==> config.mk <==
export PLATFORM = sky130hd
export DESIGN_NAME = decode_stage
export DESIGN_NICKNAME = d
export VERILOG_FILES = /design/src/verilog/core_pkg.sv /design/src/verilog/isa_pkg.sv /design/src/verilog/decode_stage.sv
export SDC_FILE = /design/constraint.sdc
export NUM_CORES = 1
export LEC_CHECK = 0
export ABC_CLOCK_PERIOD_IN_PS = 1300
export BUFFER_PORTS_ARGS = -buffer_cell sky130_fd_sc_hd__buf_4
export CORE_ASPECT_RATIO = 1.75
export CORE_UTILIZATION = 25
export CTS_CLUSTER_DIAMETER = 40
export DETAILED_ROUTE_END_ITERATION = 16
export PLACE_DENSITY = 0.6
export SETUP_SLACK_MARGIN = 0.15
export SLEW_MARGIN = 20
export SYNTH_ARGS = -nofsm -noshare
export SYNTH_HDL_FRONTEND = slang
export SYNTH_SLANG_ARGS = --single-unit
==> constraint.sdc <==
create_clock -name clk -period 1.3 [get_ports clk]
set_input_delay 0.39 -clock clk [delete_from_list [all_inputs] [get_ports clk]]
set_output_delay 0.39 -clock clk [all_outputs]
set_load 0.02 [all_outputs]
==> src/verilog/core_pkg.sv <==
`default_nettype none

package core_pkg;

	localparam int DATA_WIDTH = 8;
	localparam int IADDR_WIDTH = 10;
	localparam int NUM_REGS = 8;
	localparam int IMEM_DEPTH = 1024;
	localparam int NUM_READ_PORTS = 2; // rn and the register-form source
	localparam int ALU_SEL_WIDTH = 4;

	typedef logic [DATA_WIDTH-1:0] data_t;
	typedef logic [IADDR_WIDTH-1:0] iaddr_t;
	typedef logic [ALU_SEL_WIDTH-1:0] alu_sel_t;

	// alu function select
	localparam alu_sel_t ALU_OR = 4'd0;
	localparam alu_sel_t ALU_AND = 4'd1;
	localparam alu_sel_t ALU_NOT = 4'd2;
	localparam alu_sel_t ALU_ADD = 4'd3;
	localparam alu_sel_t ALU_SUB = 4'd4;
	localparam alu_sel_t ALU_SHLZ = 4'd5;
	localparam alu_sel_t ALU_SHLO = 4'd6;
	localparam alu_sel_t ALU_SHRZ = 4'd7;
	localparam alu_sel_t ALU_SHRO = 4'd8;
	localparam alu_sel_t ALU_PASS = 4'd9;

	typedef enum logic {FETCH_RUN, FETCH_SQUASH} fetch_state_t;

endpackage

`default_nettype wire

==> src/verilog/isa_pkg.sv <==
`default_nettype none

package isa_pkg;

	// ==============================
	// field widths
	// ==============================
	localparam int INSTR_WIDTH = 23;
	localparam int REG_IDX_WIDTH = 3;
	localparam int OPCODE_WIDTH = 4;
	localparam int COND_WIDTH = 2;
	localparam int IMM8_WIDTH = 8;

	// word layout
	// [22:20] rn, source and destination
	// [19:15] reserved and zero
	// [14:13] condition
	// [12]    reserved and zero
	// [11:8]  i8 opcode, then [7:4] i3 opcode and [3:0] i0 opcode
	// [7:0]   immediate
	typedef logic [INSTR_WIDTH-1:0] instr_t;
	typedef logic [REG_IDX_WIDTH-1:0] reg_idx_t;
	typedef logic [OPCODE_WIDTH-1:0] opcode_t;
	typedef logic [COND_WIDTH-1:0] cond_t;
	typedef logic [IMM8_WIDTH-1:0] imm8_t;

	// i8 space, odd codes below 1000 take a register operand
	localparam opcode_t OP_ORI = 4'b0000;
	localparam opcode_t OP_ORR = 4'b0001;
	localparam opcode_t OP_ANDI = 4'b0010;
	localparam opcode_t OP_ANDR = 4'b0011;
	localparam opcode_t OP_ADDI = 4'b0100;
	localparam opcode_t OP_ADDR = 4'b0101;
	localparam opcode_t OP_SUBI = 4'b0110;
	localparam opcode_t OP_SUBR = 4'b0111;
	localparam opcode_t OP_LDI = 4'b1000;
	localparam opcode_t OP_BF = 4'b1101;
	localparam opcode_t OP_CALL = 4'b1110;
	localparam opcode_t OP_PREFIX = 4'b1111; // escape to the next space

	// i3 space
	localparam opcode_t I3_SHLZI = 4'b0000;
	localparam opcode_t I3_SHLZR = 4'b0001;
	localparam opcode_t I3_SHLOI = 4'b0010;
	localparam opcode_t I3_SHLOR = 4'b0011;
	localparam opcode_t I3_SHRZI = 4'b0100;
	localparam opcode_t I3_SHRZR = 4'b0101;
	localparam opcode_t I3_SHROI = 4'b0110;
	localparam opcode_t I3_SHROR = 4'b0111;
	localparam opcode_t I3_IN = 4'b1000;
	localparam opcode_t I3_OUT = 4'b1011;

	// i0 space
	localparam opcode_t I0_NOT = 4'b0000;
	localparam opcode_t I0_TEST = 4'b0010;
	localparam opcode_t I0_RETURN = 4'b0011;
	localparam opcode_t I0_NOP = 4'b0101;

	localparam cond_t COND_Z = 2'd0;
	localparam cond_t COND_NZ = 2'd1;
	localparam cond_t COND_N = 2'd2;
	localparam cond_t COND_AL = 2'd3;

	localparam instr_t INSTR_NOP = {3'd0, 5'd0, COND_AL, 1'b0, OP_PREFIX, OP_PREFIX, I0_NOP};

endpackage

`default_nettype wire

==> src/verilog/decode_stage.sv <==
`timescale 1ns/1ps
`default_nettype none

module decode_stage
(
	input wire clk,
	input wire reset,
	input wire isa_pkg::instr_t i_instr,
	input wire core_pkg::iaddr_t i_instr_addr,
	input wire i_valid,
	input wire i_jump,
	output isa_pkg::reg_idx_t o_read_reg [core_pkg::NUM_READ_PORTS],
	input wire core_pkg::data_t i_read_data [core_pkg::NUM_READ_PORTS],
	input wire i_wb_en,
	input wire isa_pkg::reg_idx_t i_wb_reg,
	input wire core_pkg::data_t i_wb_data,
	input wire core_pkg::data_t i_in0,
	input wire core_pkg::data_t i_in1,
	input wire core_pkg::data_t i_in2,
	output logic o_valid,
	output isa_pkg::cond_t o_cond,
	output isa_pkg::reg_idx_t o_dest,
	output core_pkg::iaddr_t o_instr_addr,
	output isa_pkg::imm8_t o_imm8,
	output core_pkg::data_t o_op_a,
	output core_pkg::data_t o_op_b,
	output core_pkg::alu_sel_t o_alu_sel,
	output logic o_write_reg,
	output logic o_is_out,
	output logic o_is_test,
	output logic o_is_bf,
	output logic o_is_call,
	output logic o_is_return
);

isa_pkg::reg_idx_t rn;
isa_pkg::reg_idx_t rm; // imm[2:0] as a register number
isa_pkg::cond_t cond;
isa_pkg::opcode_t op8;
isa_pkg::opcode_t op3;
isa_pkg::opcode_t op0;
isa_pkg::imm8_t imm;
logic is_i8;
logic is_i3;
logic src_reg;
core_pkg::data_t reg_a;
core_pkg::data_t reg_b;
core_pkg::data_t in_sel;
core_pkg::data_t op_a;
core_pkg::data_t op_b;
core_pkg::alu_sel_t alu_sel;
logic write_reg;
logic is_out;
logic is_test;
logic is_bf;
logic is_call;
logic is_return;

// ==============================
// field split and operands
// ==============================
assign rn = i_instr[22:20];
assign cond = i_instr[14:13];
assign op8 = i_instr[11:8];
assign imm = i_instr[7:0];
assign op3 = imm[7:4];
assign op0 = imm[3:0];
assign rm = imm[2:0];

// prefix nibbles escape to the smaller spaces
assign is_i8 = (op8 != isa_pkg::OP_PREFIX);
assign is_i3 = !is_i8 && (op3 != isa_pkg::OP_PREFIX);
assign src_reg = is_i8 ? (!op8[3] && op8[0]) : (is_i3 && !op3[3] && op3[0]);

assign o_read_reg[0] = rn;
assign o_read_reg[1] = rm;

// result committing in this same cycle wins
assign reg_a = (i_wb_en && i_wb_reg == rn) ? i_wb_data : i_read_data[0];
assign reg_b = (i_wb_en && i_wb_reg == rm) ? i_wb_data : i_read_data[1];

always_comb
begin
	case (rm)
		3'b001: in_sel = i_in0;
		3'b010: in_sel = i_in1;
		3'b100: in_sel = i_in2;
		default: in_sel = i_in0; // not one-hot
	endcase
end

assign op_a = (is_i8 && op8 == isa_pkg::OP_LDI) ? '0 :
	(is_i3 && op3 == isa_pkg::I3_IN) ? in_sel : reg_a;
assign op_b = src_reg ? reg_b : (is_i8 ? imm : {5'd0, rm});

// ==============================
// operation decode
// ==============================
always_comb
begin
	alu_sel = core_pkg::ALU_PASS;
	write_reg = 1'b0;
	is_out = 1'b0;
	is_test = 1'b0;
	is_bf = 1'b0;
	is_call = 1'b0;
	is_return = 1'b0;
	if (is_i8)
	begin
		case (op8)
			isa_pkg::OP_ORI, isa_pkg::OP_ORR, isa_pkg::OP_LDI:
			begin
				alu_sel = core_pkg::ALU_OR; // ldi is or with zero
				write_reg = 1'b1;
			end
			isa_pkg::OP_ANDI, isa_pkg::OP_ANDR:
			begin
				alu_sel = core_pkg::ALU_AND;
				write_reg = 1'b1;
			end
			isa_pkg::OP_ADDI, isa_pkg::OP_ADDR:
			begin
				alu_sel = core_pkg::ALU_ADD;
				write_reg = 1'b1;
			end
			isa_pkg::OP_SUBI, isa_pkg::OP_SUBR:
			begin
				alu_sel = core_pkg::ALU_SUB;
				write_reg = 1'b1;
			end
			isa_pkg::OP_BF: is_bf = 1'b1;
			isa_pkg::OP_CALL: is_call = 1'b1;
			default: is_bf = 1'b0; // unused codes do nothing
		endcase
	end
	else if (is_i3)
	begin
		write_reg = 1'b1;
		case (op3)
			isa_pkg::I3_SHLZI, isa_pkg::I3_SHLZR: alu_sel = core_pkg::ALU_SHLZ;
			isa_pkg::I3_SHLOI, isa_pkg::I3_SHLOR: alu_sel = core_pkg::ALU_SHLO;
			isa_pkg::I3_SHRZI, isa_pkg::I3_SHRZR: alu_sel = core_pkg::ALU_SHRZ;
			isa_pkg::I3_SHROI, isa_pkg::I3_SHROR: alu_sel = core_pkg::ALU_SHRO;
			isa_pkg::I3_IN: alu_sel = core_pkg::ALU_PASS; // input already on a
			isa_pkg::I3_OUT:
			begin
				write_reg = 1'b0;
				is_out = 1'b1;
			end
			default: write_reg = 1'b0;
		endcase
	end
	else
	begin
		case (op0)
			isa_pkg::I0_NOT:
			begin
				alu_sel = core_pkg::ALU_NOT;
				write_reg = 1'b1;
			end
			isa_pkg::I0_TEST: is_test = 1'b1;
			isa_pkg::I0_RETURN: is_return = 1'b1;
			isa_pkg::I0_NOP: write_reg = 1'b0;
			default: write_reg = 1'b0;
		endcase
	end
end

// slot behind a taken jump is dropped
always_ff @(posedge clk)
begin
	if (reset)
		o_valid <= 1'b0;
	else
		o_valid <= i_valid && !i_jump;
end

always_ff @(posedge clk)
begin
	o_cond <= cond;
	o_dest <= rn;
	o_instr_addr <= i_instr_addr;
	o_imm8 <= imm;
	o_op_a <= op_a;
	o_op_b <= op_b;
	o_alu_sel <= alu_sel;
	o_write_reg <= write_reg;
	o_is_out <= is_out;
	o_is_test <= is_test;
	o_is_bf <= is_bf;
	o_is_call <= is_call;
	o_is_return <= is_return;
end

endmodule

`default_nettype wire

==> results of run 1 <==
## per-stage QoR
| stage | utilization | cell area, um^2 | cells | hold slack [ps] | total power, mW |
|---|---|---|---|---|---|
| detailed placement | 0.438 | 3170 | 408 | 497 | 2.55 |
| CTS | 0.487 | 3520 | 418 | 187 | 3.98 |
| floorplan | - | 1940 | 173 | 418 | 2.07 |
| global placement | 0.438 | 3170 | 408 | 495 | 2.54 |
| global route | 0.537 | 3880 | 421 | 185 | 4.24 |
| finish | 0.537 | 3880 | 421 | 198 | 4.05 |
## metal layers
| layer | global-route usage | vias to the layer above | wire [um] | share of wire |
|---|---|---|---|---|
| li1 | - | 955 | - | - |
| met1 | 0.162 | 889 | 2340 | 0.34 |
| met2 | 0.302 | 97 | 3770 | 0.56 |
| met3 | 0.0407 | 8 | 554 | 0.082 |
| met4 | 0.0723 | 0 | 120 | 0.018 |
| met5 | 0 | - | 0 | 0 |
## final timing paths
check / to / depth (start not counted)
hold / removal: o_instr_addr[1] / 1
setup / recovery: o_read_reg[0] / 3
## timing repair
item | in CTS | in global routing
endpoints found under the setup margin | 29 | 49
cloned | 0 | 1
gates resized for setup | 47 | 83
pin swaps | 4 | 20
setup buffers | 2 | 2
## power groups by stage
| stage | sequential (mW) | combinational (mW) | clock, mW |
|---|---|---|---|
| 2_1_floorplan | 1.81 | 0.255 | 0 |
| 3_3_place_gp | 1.69 | 0.846 | 0 |
| 3_5_place_dp | 1.70 | 0.851 | 0 |
| 4_1_cts | 1.67 | 0.918 | 1.39 |
| 5_1_grt | 1.69 | 1.09 | 1.45 |
| 6_report | 1.68 | 1.03 | 1.33 |
## kinds of logic (layout without fill, tap and decap cells)
family	Yosys count	in the layout	synth area share
buffers and inverters	15	177	0.0465
AO/OA/AOI/OAI	42	42	0.164
XOR/XNOR	8	8	0.0372
flip-flops	50	50	0.532
multiplexers	16	16	0.0850
AND/OR/NAND/NOR	42	42	0.136
## cell type report
| type | count | area share |
|---|---|---|
| repair buffers | 168 | 0.400 |
| flip-flops and latches | 50 | 0.269 |
| multi-input cells | 108 | 0.263 |
| clock buffers | 5 | 0.0322 |
| well taps | 86 | 0.0277 |
| clock inverters | 3 | 0.00741 |
| inverters | 1 | 0.000967 |
## layout by cell type, fill, tap and decap left out, types with 7 or more instances in the layout
cell	count
buf_4	98
buf_6	65
dfxtp_2	34
dfxtp_1	16
mux2i_1	14
nand2_1	10
o22ai_2	9
o22ai_1	8
o22a_1	8
nor2_1	7
==> flow_summary.yaml, run 1 <==
run_status:
  status: "finished, final reports clean"
timing:
  period_share: 0.888
  rsz0062_at_grt: "yes"
  worst_pin_slew_ps: 276
  final_hold_viol_count: 0
  relSlewSlack: 0.815
  fmax_mhz: 867
  fin_tns_setup_ps: 0
  finalWorstSetupSlack_ps: 146
  slew_viol_final: 0
  setup_viol: 0
  final.min_clock_period_ps: 1150
logic_synthesis:
  seq_area_frac_synth: 0.532
  synth_area_um2: 1880
  synth_most_common_cell: "dfxtp_1"
  syn_avg_cell_area_um2: 10.9
  synthTopCellsByArea: "dfxtp_1 53%, mux2i_1 8.5%, o22ai_1 5.6%, o22a_1 3.7%, xnor2_1 3.3%"
  ys_types: 35
  synth-edff-count: 0
  ys.flop_type: "dfxtp_1"
  yosysWarningCount: 0
  synth_top_area_cell: "dfxtp_1"
  syn_nets: 262
  synthCells: 173
  synth_top_area_frac: 0.532
  async_flop_share: 0
  synthTopCellsByCount: "50 x dfxtp_1, 17 x o22ai_1, 16 x mux2i_1, 10 x nand2_1, 8 x o22a_1"
  ys_seq_elements: 50
setup_path:
  crit_start: "i_instr[0]"
  crit_required_ps: 910
  slowest_delay_ps: 130
  cp_slowest_cell: "buf_6"
  worstSetupPathType: "primary input to output port"
  crit_path_end_kind: "output port"
  cp_common_cell: "buf_6"
  critPathLaunchType: "primary input"
  crit_path_max_fanout: 3
  critical_path_buf_inv_count: 3
  critical_path_arrival_ps: 760
  crit_chain: "buf_6, buf_12, buf_6"
  critPathTopFamily: "buffers and inverters"
clock_network:
  cts_tree: "built"
  cts_buffer_depth: 2
  cts_root_buffer: "clkbuf_16"
  postCtsHoldBufs: 0
  numClockSinks: 50
  numCtsBuffers: 5
  h-tree-depth: 2
  path_clk_slew_ps: 70
run:
  drv_cap: 0
route:
  wl_per_cell_um: 16.1
  drt_first_pass_iters: 4
  via_count: 1949
  viasPerCell: 4.63
  wirelength_um: 6790
  drt_iter0_markers: 43
  ant_nets: 0
  drc: 0
placed_design:
  finalWeightedCongestion: 0.820
  numPortBuffers: 138
  pre_cts_ws_ps: -286
  place_hpwl_um: 5300
global_routing:
  gr-total-overflow: 0
  grt_pass1_vias: 1833
  grt_pass1_wl_um: 9050
  grt_usage: 0.162
  grt_antenna_before_repair: 0
  grt_max_degree: 19
pwr:
  ir_drop_uv: 642
  p_sw_mw: 1.09
  power_frac_seq: 0.416
  p_sw_frac: 0.269
  power_frac_clock: 0.329
  internal_power_mw: 2.96
  power_density_nw_per_um2: 1040
  leakage_nw: 1.80
  p_comb_frac: 0.255
final_layout:
  syn_to_final_growth_pct: 106
  multi_input_comb_area_um2: 1020
  diodes: 0
  largest_reg_flops: 10
  seqCellArea_um2: 1040
  fillers: 651
  drive_above_1_share: 0.704
  nets: 423
  largest_register: "o_instr_addr"
hold_path:
  hold_path.class: "primary input to flip-flop"
  hp-start: "i_instr_addr[1]"
floorplan:
  rows: 41
  die_w_um: 67.6
  start_util: 0.260
  core-area_um2: 7230
  io_pins: 145
  dieArea_um2: 7900
  fp.dieH_um: 117
Note: power is estimated with default switching activity, not from simulation.
==> run 2: changes to the inputs <==
- CORE_ASPECT_RATIO: 1.75 -> 1.5
==> run 2 against run 1 <==
Net effect: clock power about the same; die area about the same; design area grew 0.16%; hold slack worse by 18 ps; global-route usage fell by 0.18 points; critical endpoint is now o_op_a[0]; largest power group unchanged.
==> flow_summary.yaml, run 2 (synthesis results as in run 1) <==
global_routing:
  grt_pass1_vias: 1880
  grt_pass1_wl_um: 9450
  grt_usage: 0.160
  grt_max_degree: 16
  gr-total-overflow: 0
  grt_antenna_before_repair: 0
hold_path:
  hp-start: "i_instr_addr[5]"
  whs_path_depth: 1
  hold_path_end: "o_instr_addr[5]"
  hold_path.class: "primary input to flip-flop"
route:
  wirelength_um: 6520
  via_count: 1981
  ant_nets: 0
  drt_first_pass_iters: 4
  viasPerCell: 4.49
  wl_per_cell_um: 14.8
  drt_iter0_markers: 41
  drc: 0
final_layout:
  layout_commonest_cell: "buf_4"
  diodes: 0
  drive_above_1_share: 0.739
  largest_reg_flops: 10
  layout_common_cells: "101 x buf_4, 66 x buf_6, 50 x dfxtp_2"
  nets: 429
  fillers: 648
  post-route-util: 0.534
  largest_register: "o_instr_addr"
  syn_to_final_growth_pct: 106
pwr:
  p_sw_mw: 0.994
  internal_power_mw: 3.05
  power_density_nw_per_um2: 1040
  leakage_nw: 1.82
  power_frac_clock: 0.333
  ir_drop_uv: 607
  power_frac_seq: 0.417
  p_comb_frac: 0.250
  p_sw_frac: 0.246
setup_path:
  critical_path_arrival_ps: 1360
  critPathLaunchType: "primary input"
  crit_start: "i_wb_reg[1]"
  crit_path_end_kind: "flip-flop"
  crit_path_max_fanout: 8
  crit_required_ps: 1490
  worstSetupPathType: "primary input to flip-flop"
floorplan:
  io_pins: 145
  die_w_um: 72.9
  fp.dieH_um: 108
  core-area_um2: 7270
  dieArea_um2: 7890
  rows: 38
  start_util: 0.259
run:
  drv_cap: 0
timing:
  period_share: 0.898
  setup_viol: 0
  rsz0062_at_grt: "yes"
  fmax_mhz: 857
  slew_viol_final: 0
  fin_tns_setup_ps: 0
  final.min_clock_period_ps: 1170
  relSlewSlack: 0.839
  worst_pin_slew_ps: 238
  final_hold_viol_count: 0
placed_design:
  finalWeightedCongestion: 0.813
  place_hpwl_um: 5130
  numPortBuffers: 138
clock_network:
  h-tree-depth: 2
  cts_root_buffer: "clkbuf_8"
  cts_tree: "built"
  cts_buffer_depth: 2
  numCtsBuffers: 5
  path_clk_slew_ps: 90
  postCtsHoldBufs: 0
  numClockSinks: 50
run_status:
  status: "finished, final reports clean"
run 2: cell count changes in the layout (fill, tap and decap cells not counted), sizes merged:
cell,previous run,this run
buf,168,174
bufinv,0,2
clkinv,2,0
clkbuf,5,6
inv,2,1
run 2: stage by stage:
step	cell area [um^2]	power [mW]	hold slack (ps)	std cells	worst slack [ps]
after floorplan	1940	2.07	418	173	-44.3
after global placement	3260	2.55	494	428	-239
after detailed placement	3260	2.56	496	428	-239
after CTS	3770	4.05	169	438	141
after global routing	3890	4.22	157	441	95.9
final	3890	4.04	180	441	133
run 2: cell type report:
type                            instances  area, um^2  share of cell area
Clock buffer                            6        82.6              0.0212
Timing Repair Buffer                  174        1620               0.417
Sequential cell                        50        1060               0.274
Multi-Input combinational cell        108         931               0.239
Tap cell                              100         125              0.0322
Clock inverter                          2        60.1              0.0154
Inverter                                1        3.75            0.000966
run 2: worst max-delay path by stage:
stage,end,slack [ps],cells after the start
6_report,o_op_a[0],130,6
5_1_grt,o_op_b[4],100,6
4_1_cts,o_instr_addr[0],140,1
3_5_place_dp,o_op_a[2],-240,6
3_3_place_gp,o_op_a[2],-240,6
2_1_floorplan,o_op_a[6],-40,4
run 2: routing by layer:
metal / vias up / GRT usage / part of all wire
met1: 934 / 0.154 / 0.35
met4: 0 / 0.0588 / 0.014
met2: 81 / 0.326 / 0.58
li1: 961 / - / -
met5: - / 0 / 0
met3: 5 / 0.0270 / 0.053
run 2: power groups by stage:
| stage | Clock, mW | Combinational, mW | Sequential (mW) |
|---|---|---|---|
| floorplan | 0 | 0.255 | 1.81 |
| global placement | 0 | 0.864 | 1.69 |
| detailed placement | 0 | 0.872 | 1.69 |
| CTS | 1.39 | 0.971 | 1.69 |
| global route | 1.45 | 1.07 | 1.70 |
| finish | 1.35 | 1.01 | 1.69 |
run 2: what timing repair did:
item / in CTS / in global routing
setup buffers: 2 / 3
setup endpoints to repair: 72 / 74
pin swaps: 5 / 13
gates resized for setup: 118 / 22
run 2: critical path, cell delays in order:
cell and delay [ps]:
buf_4 140, xnor2_1 180, nand4_2 150, buf_12 180, mux2i_2 200, o22ai_2 110
==> run 3: changes to the inputs <==
- CORE_ASPECT_RATIO: 1.5 -> unset
==> run 3 against run 2 <==
Net effect: wire length shrank 7.3%; cell count decreased by 2.0%; die area is essentially flat; maximum frequency is 1.3% higher; count of clock-buffer cells in the layout down 1; first-iteration DRC count fell by 4.9%; sequential power about the same; via count shrank 2.8%; utilization fell by 1.0 points; combinational power about the same.
==> flow_summary.yaml, run 3 (synthesis results as in run 1) <==
run_status:
  status: "finished, final reports clean"
setup_path:
  cp_slowest_cell: "dfxtp_2"
  critical_path_buf_inv_count: 1
  crit_path_max_fanout: 1
  crit_required_ps: 910
  crit_path_end_kind: "output port"
  worstSetupPathType: "flip-flop to output port"
  critical_path_arrival_ps: 760
  slowest_delay_ps: 340
  critPathTopFamily: "flip-flops"
  critPathLaunchType: "flip-flop"
  crit_chain: "buf_6"
floorplan:
  io_pins: 145
  dieArea_um2: 7880
  die_w_um: 88.8
  core-area_um2: 7250
  rows: 31
  start_util: 0.260
  fp.dieH_um: 88.8
pwr:
  ir_drop_uv: 446
  leakage_nw: 1.75
  power_density_nw_per_um2: 949
timing:
  final_hold_viol_count: 0
  slew_viol_final: 0
  fmax_mhz: 868
  relSlewSlack: 0.818
  setup_viol: 0
  rsz0062_at_grt: "yes"
  final.min_clock_period_ps: 1150
  fin_tns_setup_ps: 0
  period_share: 0.886
  worst_pin_slew_ps: 270
run:
  drv_cap: 0
clock_network:
  path_clk_slew_ps: 100
  numCtsBuffers: 5
  cts_root_buffer: "clkbuf_8"
  h-tree-depth: 2
  postCtsHoldBufs: 0
  cts_tree: "built"
  cts_buffer_depth: 2
  numClockSinks: 50
final_layout:
  multi_input_comb_area_um2: 962
  post-route-util: 0.524
  nets: 421
  drive_above_1_share: 0.742
  layout_commonest_cell: "buf_4"
  diodes: 0
  fillers: 661
  layout_common_cells: "95 x buf_4, 65 x buf_6, 50 x dfxtp_2"
  syn_to_final_growth_pct: 102
  seqCellArea_um2: 1060
  largest_register: "o_instr_addr"
  largest_reg_flops: 10
route:
  drt_first_pass_iters: 4
  viasPerCell: 4.46
  via_count: 1926
  ant_nets: 0
  wirelength_um: 6050
  wl_per_cell_um: 14.0
  drc: 0
  drt_iter0_markers: 39
placed_design:
  place_hpwl_um: 4650
  finalWeightedCongestion: 0.833
  numPortBuffers: 138
global_routing:
  grt_antenna_before_repair: 0
  grt_max_degree: 17
  grt_pass1_vias: 1835
  gr-total-overflow: 0
  grt_pass1_wl_um: 8510
  grt_usage: 0.143
hold_path:
  hold_path.class: "primary input to flip-flop"
[run 3: cell types whose count changed in the layout (fill, tap and decap cells not counted), sizes merged]
| cell | delta |
|---|---|
| clkbuf | -1 |
| clkinv | +2 |
| buf | -8 |
| clkinvlp | +1 |
| bufinv | -2 |
[run 3: path summary, 6_finish.rpt]
check	start	to	slack [ps]	cells after the start
min	i_instr_addr[3]	o_instr_addr[3]	190	1
max	o_is_test	o_is_test	150	1
[run 3: layout make-up]
type / instances / share of cell area
Clock inverter: 3 / 0.00559
Inverter: 1 / 0.000987
Tap cell: 99 / 0.0326
Timing Repair Buffer: 166 / 0.410
Clock buffer: 5 / 0.0181
Sequential cell: 50 / 0.280
Multi-Input combinational cell: 108 / 0.253
[run 3: through the flow]
step	std cells	hold slack, ps	total power [mW]	area, um^2	setup WS [ps]
6_report	432	187	3.61	3800	148
3_5_place_dp	421	496	2.54	3210	-244
3_3_place_gp	421	495	2.54	3210	-211
2_1_floorplan	173	418	2.07	1940	-44.3
5_1_grt	432	164	3.79	3800	120
4_1_cts	430	178	3.55	3560	122
[run 3: timing repair]
item                       4_1_cts  5_1_grt
setup endpoints to repair       52       68
hold endpoints to repair         0        0
cloned                           0        0
resized for setup               78       61
buffers inserted                 1        2
pin swaps                        5        7
[run 3: routing by layer]
layer	routed length, um	global-route usage	part of all wire	vias to the layer above
met5	0	0	0	-
met4	62	0.0484	0.010	0
met3	492	0.0317	0.081	4
met2	3040	0.250	0.50	91
met1	2450	0.174	0.41	883
li1	-	-	-	948
[run 3: power by group]
group | internal [mW] | switching (mW)
Clock | 0.379 | 0.535
Combinational | 0.581 | 0.424
Sequential | 1.65 | 0.0440
Total | 2.61 | 1.00
